### src/verilog/sys_cont_pkg.sv
package sys_cont_pkg;

  localparam int num_ints = 16;

  typedef logic [3:0]          vec_idx_t;
  typedef logic [num_ints-1:0] int_vec_t;
  typedef logic [31:0]         addr_t;
  typedef logic [31:0]         word_t;
  typedef logic [15:0]         seg_t;

  // one bit per pipeline stage, front to back
  typedef struct packed {
    logic fetch;
    logic decode_0;
    logic decode_1;
    logic register;
    logic address;
    logic execute;
    logic writeback;
  } flush_t;

  typedef struct packed {
    flush_t flush;
    logic   fetch_load;
    addr_t  fetch_addr;
    logic   load_cs;
    seg_t   cs;
    logic   load_eip;
    word_t  eip;
    logic   load_eflags;
    word_t  eflags;
  } redirect_t;

  ////////////////////////////////////////////////////////////
  // wishbone classic, read only
  ////////////////////////////////////////////////////////////

  typedef struct packed {
    logic  cyc;
    logic  stb;
    addr_t adr;
  } wb_req_t;

  typedef struct packed {
    logic  ack;
    word_t dat;
  } wb_rsp_t;

  // a stack word is either a whole value or a selector in the low half
  typedef union packed {
    word_t word;
    struct packed {
      logic [15:0] upper;
      seg_t        cs;
    } half;
  } pop_word_u;

  typedef struct packed {
    logic      valid;
    pop_word_u data;
  } pop_t;

  typedef struct packed {
    logic  load;
    addr_t address;
    logic  load_cs;
    seg_t  cs;
  } jump_t;

  // everything ahead of writeback
  localparam flush_t flush_front = '{
    fetch:     1'b1,
    decode_0:  1'b1,
    decode_1:  1'b1,
    register:  1'b1,
    address:   1'b1,
    execute:   1'b1,
    writeback: 1'b0
  };

  typedef enum logic [1:0] {
    idle,
    pop_eflags,
    pop_cs,
    pop_eip
  } ret_state_t;

endpackage

### src/verilog/int_latch.sv
`timescale 1ns/100ps

module int_latch (
  input  logic                   clk,
  input  logic                   arst_n,
  input  sys_cont_pkg::int_vec_t int_vec,
  input  logic                   clear,
  input  sys_cont_pkg::vec_idx_t clear_idx,
  output logic                   pending,
  output sys_cont_pkg::vec_idx_t serv_idx
);

  import sys_cont_pkg::*;

  int_vec_t latched;
  int_vec_t clear_mask;

  ////////////////////////////////////////////////////////////
  // sticky vector
  ////////////////////////////////////////////////////////////

  // only the serviced line is dropped
  always_comb begin
    clear_mask = '0;
    if (clear) begin
      clear_mask[clear_idx] = 1'b1;
    end
  end

  // new lines are ORed in after the clear, so a fresh
  // raise on the cleared line is kept
  always_ff @(posedge clk or negedge arst_n) begin
    if (!arst_n) begin
      latched <= '0;
    end else begin
      latched <= (latched & ~clear_mask) | int_vec;
    end
  end

  ////////////////////////////////////////////////////////////
  // priority
  ////////////////////////////////////////////////////////////

  assign pending = |latched;

  // scan from the top so the lowest set index is left standing
  always_comb begin
    serv_idx = '0;
    for (int i = num_ints - 1; i >= 0; i--) begin
      if (latched[i]) begin
        serv_idx = vec_idx_t'(i);
      end
    end
  end

  // the sequencer must only retire a line it actually took
  clear_names_set_bit : assert property (
    @(posedge clk) disable iff (!arst_n)
    clear |-> latched[clear_idx]
  ) else $error("int_latch: clear of line %0d which is not pending", clear_idx);

endmodule

### src/verilog/int_sequencer.sv
`timescale 1ns/100ps

module int_sequencer #(
  parameter sys_cont_pkg::addr_t idt_base = 32'h4000
) (
  input  logic                    clk,
  input  logic                    arst_n,
  input  logic                    pending,
  input  sys_cont_pkg::vec_idx_t  serv_idx,
  input  logic                    hold_int,
  input  logic                    decode_end_int,
  input  sys_cont_pkg::wb_rsp_t   wb_rsp,
  output logic                    decode_start_int,
  output sys_cont_pkg::wb_req_t   wb_req,
  output logic                    clear,
  output sys_cont_pkg::vec_idx_t  clear_idx,
  output sys_cont_pkg::redirect_t req
);

  import sys_cont_pkg::*;

  typedef enum logic [1:0] {
    int_idle,
    int_drain,
    int_read,
    int_redirect
  } seq_state_t;

  seq_state_t state;
  seq_state_t state_nx;
  vec_idx_t   cur_idx;
  addr_t      handler;

  ////////////////////////////////////////////////////////////
  // service fsm
  ////////////////////////////////////////////////////////////

  always_comb begin
    state_nx = state;
    case (state)
      int_idle:     if (pending && !hold_int) state_nx = int_drain;
      int_drain:    if (decode_end_int) state_nx = int_read;
      int_read:     if (wb_rsp.ack) state_nx = int_redirect;
      int_redirect: state_nx = int_idle;
      default:      state_nx = int_idle;
    endcase
  end

  always_ff @(posedge clk or negedge arst_n) begin
    if (!arst_n) begin
      state <= int_idle;
    end else begin
      state <= state_nx;
    end
  end

  // index is frozen on leaving idle so later lines wait for the next round
  always_ff @(posedge clk) begin
    if (state == int_idle) begin
      cur_idx <= serv_idx;
    end
    if (state == int_read && wb_rsp.ack) begin
      handler <= wb_rsp.dat;
    end
  end

  assign decode_start_int = (state == int_drain);

  // idt entry is four bytes per vector
  assign wb_req.cyc = (state == int_read);
  assign wb_req.stb = (state == int_read);
  assign wb_req.adr = idt_base + {26'd0, cur_idx, 2'b00};

  assign clear     = (state == int_redirect);
  assign clear_idx = cur_idx;

  always_comb begin
    req = '0;
    if (state == int_redirect) begin
      req.flush      = flush_front;
      req.fetch_load = 1'b1;
      req.fetch_addr = handler;
    end
  end

  // request held steady through wait states and dropped after ack
  wb_hold_until_ack : assert property (
    @(posedge clk) disable iff (!arst_n)
    wb_req.stb |=> ($past(wb_rsp.ack) ? !wb_req.cyc : wb_req.stb && $stable(wb_req.adr))
  ) else $error("int_sequencer: wishbone read not held until ack");

endmodule

### src/verilog/ret_sequencer.sv
`timescale 1ns/100ps

module ret_sequencer (
  input  logic                    clk,
  input  logic                    arst_n,
  input  logic                    iretd,
  input  logic                    ret_far,
  input  logic                    ret_near,
  input  sys_cont_pkg::pop_t      pop,
  input  sys_cont_pkg::seg_t      cs_register,
  output logic                    halt,
  output sys_cont_pkg::redirect_t req
);

  import sys_cont_pkg::*;

  ret_state_t state;
  ret_state_t state_nx;
  logic       is_near;
  seg_t       temp_cs;
  seg_t       used_cs;

  ////////////////////////////////////////////////////////////
  // pop sequence
  ////////////////////////////////////////////////////////////

  // iretd pops three words, far ret two, near ret one
  always_comb begin
    state_nx = state;
    case (state)
      idle: begin
        if (iretd) begin
          state_nx = pop_eflags;
        end else if (ret_far) begin
          state_nx = pop_cs;
        end else if (ret_near) begin
          state_nx = pop_eip;
        end
      end
      pop_eflags: if (pop.valid) state_nx = pop_cs;
      pop_cs:     if (pop.valid) state_nx = pop_eip;
      pop_eip:    if (pop.valid) state_nx = idle;
      default:    state_nx = idle;
    endcase
  end

  always_ff @(posedge clk or negedge arst_n) begin
    if (!arst_n) begin
      state   <= idle;
      is_near <= 1'b0;
    end else begin
      state <= state_nx;
      if (state == idle) begin
        is_near <= ret_near;
      end
    end
  end

  always_ff @(posedge clk) begin
    if (state == pop_cs && pop.valid) begin
      temp_cs <= pop.data.half.cs;
    end
  end

  assign halt    = (state != idle);
  assign used_cs = is_near ? cs_register : temp_cs;

  always_comb begin
    req             = '0;
    req.flush.fetch = halt;
    if (pop.valid) begin
      case (state)
        pop_eflags: begin
          req.load_eflags = 1'b1;
          req.eflags      = pop.data.word;
        end
        pop_cs: begin
          req.load_cs = 1'b1;
          req.cs      = pop.data.half.cs;
        end
        pop_eip: begin
          req.load_eip   = 1'b1;
          req.eip        = pop.data.word;
          req.fetch_load = 1'b1;
          req.fetch_addr = pop.data.word + {16'd0, used_cs};
        end
        default: ;
      endcase
    end
  end

  one_return_start : assert property (
    @(posedge clk) disable iff (!arst_n)
    $onehot0({iretd, ret_far, ret_near})
  ) else $error("ret_sequencer: more than one return started in %s", state.name());

endmodule

### src/verilog/redirect_merge.sv
`timescale 1ns/100ps

module redirect_merge (
  input  logic                    clk,
  input  logic                    arst_n,
  input  sys_cont_pkg::jump_t     jump,
  input  sys_cont_pkg::redirect_t int_req,
  input  sys_cont_pkg::redirect_t ret_req,
  output sys_cont_pkg::redirect_t redirect
);

  import sys_cont_pkg::*;

  logic      jump_load_q;
  logic      jump_cs_load_q;
  addr_t     jump_addr_q;
  seg_t      jump_cs_q;
  redirect_t jmp_req;
  redirect_t src [3];

  ////////////////////////////////////////////////////////////
  // jump stage
  ////////////////////////////////////////////////////////////

  always_ff @(posedge clk or negedge arst_n) begin
    if (!arst_n) begin
      jump_load_q    <= 1'b0;
      jump_cs_load_q <= 1'b0;
    end else begin
      jump_load_q    <= jump.load;
      jump_cs_load_q <= jump.load && jump.load_cs;
    end
  end

  always_ff @(posedge clk) begin
    jump_addr_q <= jump.address;
    jump_cs_q   <= jump.cs;
  end

  always_comb begin
    jmp_req = '0;
    if (jump_load_q) begin
      jmp_req.flush      = flush_front;
      jmp_req.fetch_load = 1'b1;
      jmp_req.fetch_addr = jump_addr_q;
      jmp_req.load_cs    = jump_cs_load_q;
      jmp_req.cs         = jump_cs_q;
    end
  end

  ////////////////////////////////////////////////////////////
  // merge
  ////////////////////////////////////////////////////////////

  assign src[0] = int_req;
  assign src[1] = ret_req;
  assign src[2] = jmp_req;

  // flags are ORed, each field comes from whoever loads it
  always_comb begin
    redirect = '0;
    for (int i = 0; i < 3; i++) begin
      redirect.flush = flush_t'(redirect.flush | src[i].flush);
      if (src[i].fetch_load) begin
        redirect.fetch_load = 1'b1;
        redirect.fetch_addr = src[i].fetch_addr;
      end
      if (src[i].load_cs) begin
        redirect.load_cs = 1'b1;
        redirect.cs      = src[i].cs;
      end
      if (src[i].load_eip) begin
        redirect.load_eip = 1'b1;
        redirect.eip      = src[i].eip;
      end
      if (src[i].load_eflags) begin
        redirect.load_eflags = 1'b1;
        redirect.eflags      = src[i].eflags;
      end
    end
  end

  single_fetch_source : assert property (
    @(posedge clk) disable iff (!arst_n)
    $onehot0({int_req.fetch_load, ret_req.fetch_load, jmp_req.fetch_load})
  ) else $error("redirect_merge: two sources redirect fetch in one cycle");

endmodule

### src/verilog/sys_cont_top.sv
`timescale 1ns/100ps

module sys_cont_top #(
  parameter sys_cont_pkg::addr_t idt_base = 32'h4000
) (
  input  logic                    clk,
  input  logic                    arst_n,
  input  sys_cont_pkg::int_vec_t  int_vec,
  input  logic                    hold_int,
  input  logic                    decode_end_int,
  input  sys_cont_pkg::wb_rsp_t   wb_rsp,
  input  sys_cont_pkg::seg_t      cs_register,
  input  logic                    iretd,
  input  logic                    ret_far,
  input  logic                    ret_near,
  input  sys_cont_pkg::pop_t      pop,
  input  sys_cont_pkg::jump_t     jump,
  output logic                    pending_int,
  output logic                    decode_start_int,
  output sys_cont_pkg::wb_req_t   wb_req,
  output logic                    iretd_halt,
  output sys_cont_pkg::redirect_t redirect
);

  import sys_cont_pkg::*;

  vec_idx_t  serv_idx;
  vec_idx_t  clear_idx;
  logic      clear;
  redirect_t int_req;
  redirect_t ret_req;

  int_latch u_int_latch (
    .clk       (clk),
    .arst_n    (arst_n),
    .int_vec   (int_vec),
    .clear     (clear),
    .clear_idx (clear_idx),
    .pending   (pending_int),
    .serv_idx  (serv_idx)
  );

  int_sequencer #(
    .idt_base (idt_base)
  ) u_int_sequencer (
    .clk              (clk),
    .arst_n           (arst_n),
    .pending          (pending_int),
    .serv_idx         (serv_idx),
    .hold_int         (hold_int),
    .decode_end_int   (decode_end_int),
    .wb_rsp           (wb_rsp),
    .decode_start_int (decode_start_int),
    .wb_req           (wb_req),
    .clear            (clear),
    .clear_idx        (clear_idx),
    .req              (int_req)
  );

  ret_sequencer u_ret_sequencer (
    .clk         (clk),
    .arst_n      (arst_n),
    .iretd       (iretd),
    .ret_far     (ret_far),
    .ret_near    (ret_near),
    .pop         (pop),
    .cs_register (cs_register),
    .halt        (iretd_halt),
    .req         (ret_req)
  );

  redirect_merge u_redirect_merge (
    .clk      (clk),
    .arst_n   (arst_n),
    .jump     (jump),
    .int_req  (int_req),
    .ret_req  (ret_req),
    .redirect (redirect)
  );

endmodule

### config.mk
export PLATFORM = sky130hd
export DESIGN_NAME = sys_cont_top
export DESIGN_NICKNAME = d
export VERILOG_FILES = /design/src/verilog/sys_cont_pkg.sv /design/src/verilog/int_latch.sv /design/src/verilog/int_sequencer.sv /design/src/verilog/ret_sequencer.sv /design/src/verilog/redirect_merge.sv /design/src/verilog/sys_cont_top.sv
export SDC_FILE = /design/constraint.sdc
export NUM_CORES = 1
export LEC_CHECK = 0
export ABC_AREA = 0
export ABC_CLOCK_PERIOD_IN_PS = 3700
export BUFFER_PORTS_ARGS = -buffer_cell sky130_fd_sc_hd__buf_4
export CAP_MARGIN = 30
export CORE_MARGIN = 2
export CORE_UTILIZATION = 40
export DETAILED_ROUTE_END_ITERATION = 7
export GPL_ROUTABILITY_DRIVEN = 0
export PLACE_DENSITY_LB_ADDON = 0.1
export SETUP_SLACK_MARGIN = 0.1
export SLEW_MARGIN = 40
export SYNTH_ARGS = -nofsm -noshare
export SYNTH_HDL_FRONTEND = slang
export SYNTH_SLANG_ARGS = --single-unit
### constraint.sdc
create_clock -name clk -period 3.7 [get_ports clk]
set_clock_uncertainty 0.1 [all_clocks]
set_input_delay 0.185 -clock clk [delete_from_list [all_inputs] [get_ports clk]]
set_output_delay 0.185 -clock clk [all_outputs]
set_load 0.02 [all_outputs]
=== After elaboration in Yosys (flattened, before gate mapping) ===
Index checks and enable logic that the tools add are counted.

* Add/sub/neg operators: 2
* $lt $le $gt $ge: 2
* Equality and inequality tests: 13
* Muxes and demuxes: 44
* Bitwise operators: 5
* Reduce and logical (&&, ||, !) cells: 15

{| class="wikitable"
|+ Operator list
! operator !! number
|-
| two-way mux 33 bit || 8
|-
| two-way mux 116 bit || 1
|-
| two-way mux 57 bit || 1
|-
| two-way mux 17 bit || 3
|-
| two-way mux 40 bit || 1
|-
| adder 32 x 16 -> 32 bit || 1
|-
| two-way mux 16 bit || 2
|-
| two-way mux 4 bit || 8
|-
| two-way mux 2 bit || 11
|-
| adder 15 x 6 -> 16 bit (first input constant) || 1
|-
| bitwise AND 16 bit || 1
|-
| NOT 16 bit || 1
|-
| bitwise OR 16 bit || 1
|-
| one-hot mux 2 bit (4 select lines) || 2
|-
| OR reduction 16 bit || 1
|-
| bitwise OR 7 bit || 2
|-
| two-way mux 3 bit || 4
|-
| inequality test 2 bit (second input constant) || 5
|-
| equality test 2 bit (second input constant) || 4
|-
| OR reduction 8 bit || 1
|-
| logical AND 1 bit || 5
|-
| less-than comparator 4 x 5 -> 1 bit (second input constant) || 1
|-
| demux 1 bit (select 4 bit) || 1
|-
| equality test 2 x 1 -> 1 bit (second input constant) || 2
|-
| 11 further kinds || 13
|}

* Register bits: 123
* Input bits: 155
* Output and inout bits: 160
* Word-level logic and storage cells: 95

=== Logic depth before layout (Yosys ltp) ===
* Depth after elaboration: 15
* Gate-level depth with buffers: 12
* Mapped depth without buffers: 11

=== Hierarchy ===
Synthesis repeated with hierarchy kept, for this count alone.

* Cells, all modules: 1047
* Area total of the unflattened synthesis: 9361.5 um2

{| class="wikitable"
|+ Modules (own cells, without submodules)
! module !! times used !! cells each !! area each (um2) !! seq. area each (um2)
|-
| redirect_merge || 1 || 353 || 3093.0 || 1011.0
|-
| ret_sequencer || 1 || 391 || 3002.9 || 555.5
|-
| int_sequencer || 1 || 214 || 2407.3 || 1131.1
|-
| int_latch || 1 || 89 || 858.3 || 400.4
|}

=== Worst setup path after synthesis ===
OpenSTA, ideal clock, no wires.

* Path type: register -> output
* Start point: reg u_ret_sequencer.is_near
* End point: out redirect[105] in the netlist's numbering
* Arrival: 3.105 ns
* Required time: 3.415 ns
* Slack: 0.310 ns
* Cell stages (with the launch flop): 12
* Path buffers: 2
* Path through: dfrtp_1 > clkbuf_1 > clkbuf_1 > mux2i_1 > fa_1 > and2b_1 > o211ai_2 > a31o_1 > o21ai_2 > nor2_2 > o21a_1 > o31ai_1

{| class="wikitable"
|+ RTL lines
! element !! RTL line !! source
|-
| start, declared || ret_sequencer.sv:19 || <nowiki>logic is_near;</nowiki>
|-
| start signal, assigned || ret_sequencer.sv:54 || <nowiki>is_near <= ret_near;</nowiki>
|-
| end, declared || sys_cont_top.sv:22 || <nowiki>output sys_cont_pkg::redirect_t redirect</nowiki>
|}

==> flow_metrics.tcl <==
set metrics [dict create \
    drtPass1Iterations 4 \
    crit_slowest_cell "dfrtp_2" \
    root_buffer "clkbuf_16" \
    period_share_pct 96.5 \
    cts_buffers 17 \
    grt_max_degree 66 \
    rows 47 \
    dr_total_vias 6755 \
    worstPathArrival_ns 3.29 \
    min_period_ns 3.57 \
    tns_ns 0 \
    antenna_cells 0 \
    nets 1270 \
    seq_area_mm2 0.00310 \
    post_drt_wl_per_cell_um 18.0 \
    ant_nets 0 \
    seq_area_frac_synth_pct 45.2 \
    cts_buffer_depth 2 \
    yosysMostFrequentCell "and3_1" \
    synthArstFlopShare_pct 18.7 \
    rsz0062_at_grt "yes" \
    synth_top_area_share_pct 22.8 \
    fmax_ghz 0.280 \
    synth_enable_flop_cells 52 \
    worst_ep_required_time_ns 3.41 \
    hold_viol 0 \
    slew_viol_final 0 \
    wl_mm 23.8 \
    crit_buf_inv 2 \
    grtUsageTotal_pct 25.2 \
    drt-initial-drc-count 310 \
    synth_common_cells "and3_1 (69), edfxtp_1 (52), dfxtp_1 (48), nand2_1 (43), a21oi_1 (39)" \
    multiInputGateArea_mm2 0.00358 \
    slowest_delay_ns 0.44 \
    criticalPathCategory "reg -> out" \
    syn2layout_area_growth_pct 61.0 \
    synth_area_mm2 0.00686 \
    drv_cap 0 \
    avgSynthCellArea_um2 9.85 \
    viasPerCell 5.11 \
    clock_sinks 123 \
    synthCells 696 \
    p_leak_uw 0.00500 \
    clk_latency_ns 0.43 \
    hp-class "in -> reg" \
    die_w_um 135 \
    power.total_uw 6350 \
    crit_fanout 13 \
    hpwl_mm 16.6 \
    grt_pass1_wl_mm 35.2 \
    drc 0 \
    max_slew_margin_pct 47.5 \
    ys.flop_type "edfxtp_1" \
    critPathLaunchType "flip-flop" \
    worst_pin_slew_ns 0.787 \
    setup_violations 0 \
    coreArea_mm2 0.0167 \
    path_clk_slew_ns 0.06 \
    critPathCaptureType "output pin" \
    synthTopCellsByArea "edfxtp_1 (23%), dfxtp_1 (14%), dfrtp_1 (8.4%), and3_1 (6.3%), ha_1 (4.7%)" \
    initial_core_util_pct 41.1 \
    status "finished, final reports clean" \
    power_density_mw_per_mm2 575 \
    drive_gt1_share_pct 37.0 \
    tritoncts "built" \
    crit_chain "buf_8 > mux2_2 > ha_2 > nand4_2 > a21oi_2 > a211oi_2 > o21bai_4 > nand4_4 > xor2_2 > o221ai_2 > buf_4" \
    htreeDepth 4 \
    ir_drop_uv 418 \
    post-route-util_pct 66.1 \
    grt_pass1_vias 6557 \
    grt_remaining_overflow 0 \
    yosysWarningCount 0 \
    antenna_found_initial 0 \
    die_height_um 135 \
    io_pins 315 \
    fillers 1336 \
    dieArea_mm2 0.0182 \
    ys_ff_latch 123 \
    portBuffers 285 \
    yosysTopAreaCell "edfxtp_1" \
    crit_family "compound AO/OA/AOI/OAI gates" \
    synth_cell_type_count 74 \
]
-- worst register-to-register path, delay by kind of cell (launching register included) --
family / cells / cell delay (ns)
AND/OR/NAND/NOR: 3 / 0.86
flip-flops: 1 / 0.40
multiplexers: 1 / 0.30
AO/OA/AOI/OAI: 3 / 0.23
-- logic make-up after synthesis --
kind of cell / synth area share (%)
adders and majority gates: 5.03
DFF: 45.2
other: 0.109
xor gates and xnor gates: 2.04
and+or+nand+nor: 18.6
buffers and inverters: 7.39
muxes: 4.18
AOI/OAI and AO/OA: 17.5
-- metrics by stage --
stage	area [µm²]	worst slack (ns)	hold WS (ns)	std cells
finish	11000	0.128	0.0222	1321
global route	11000	0.00110	0.0340	1321
CTS	10800	0.0927	0.00160	1318
detailed placement	9060	0.410	0.00369	1168
global placement	9050	0.461	0.00184	1168
floorplan	6960	0.310	-0.211	723
-- report_power, final --
part / switching (µW) / internal, µW / total [µW]
clock: 683 / 875 / 1560
sequential: 116 / 1630 / 1750
combinational: 1750 / 1290 / 3040
-- sequential cells by signal (all words and copies together) (netlist names) --
| register | count |
|---|---|
| u_ret_sequencer.is_near | 1 |
| u_redirect_merge.jump_cs_load_q | 1 |
| u_ret_sequencer.temp_cs | 16 |
| u_redirect_merge.jump_cs_q | 16 |
| u_int_latch.latched | 16 |
| u_redirect_merge.jump_addr_q | 32 |
| u_redirect_merge.jump_load_q | 1 |
| u_int_sequencer.handler | 32 |
| u_int_sequencer.state | 2 |
| u_ret_sequencer.state | 2 |
| u_int_sequencer.clear_idx | 4 |
-- cells in the final DEF (no fill, tap or decap), types with 28 or more instances in the layout --
cell / n
and3_1: 69
dfxtp_1: 48
conb_1: 29
a21oi_1: 37
o21ai_0: 32
dlygate4sd3_1: 118
inv_1: 28
nor2_1: 28
buf_4: 297
edfxtp_1: 52
nand2_1: 42
-- layer usage --
layer | vias up | global-route usage [%] | part of all wire [%] | routed length (µm)
met5 | - | 0 | 0 | 0
li1 | 3254 | - | - | -
met4 | 0 | 9.95 | 2.5 | 592
met1 | 3157 | 32.3 | 43 | 10200
met2 | 298 | 40.8 | 47 | 11200
met3 | 46 | 6.31 | 7.7 | 1840
-- final timing paths --
check                                   startpoint                    endpoint  slack (ns)  cells past startpoint
min in group asynchronous                   arst_n      u_int_latch.latched[5]        0.09                      2
hold / removal                          wb_rsp[32]  u_int_sequencer.handler[6]        0.02                      2
setup reg to reg           u_int_latch.latched[14]    u_int_sequencer.state[1]        1.70                      7
setup / recovery           u_ret_sequencer.is_near               redirect[112]        0.13                     11
max in group asynchronous                   arst_n     u_ret_sequencer.is_near        3.13                      2
hold reg to reg             u_int_latch.latched[2]      u_int_latch.latched[2]        0.43                      1
-- what timing repair did --
| item | CTS | global route |
|---|---|---|
| setup endpoints to repair | 14 | 20 |
| setup buffers | 0 | 3 |
| hold buffers | 118 | 0 |
| pin swaps | 2 | 17 |
| resized for setup | 10 | 36 |
| endpoints found under the hold margin | 140 | 0 |
-- area by class of cell --
type / instances / area share [%]
clock buffer: 17 / 3.85
clock inverter: 15 / 1.14
inverter: 29 / 0.986
multi-input combinational: 501 / 32.4
sequential: 123 / 28.1
tap: 220 / 2.49
timing repair buffer: 416 / 31.0
Power figures use the tool's default switching activity.
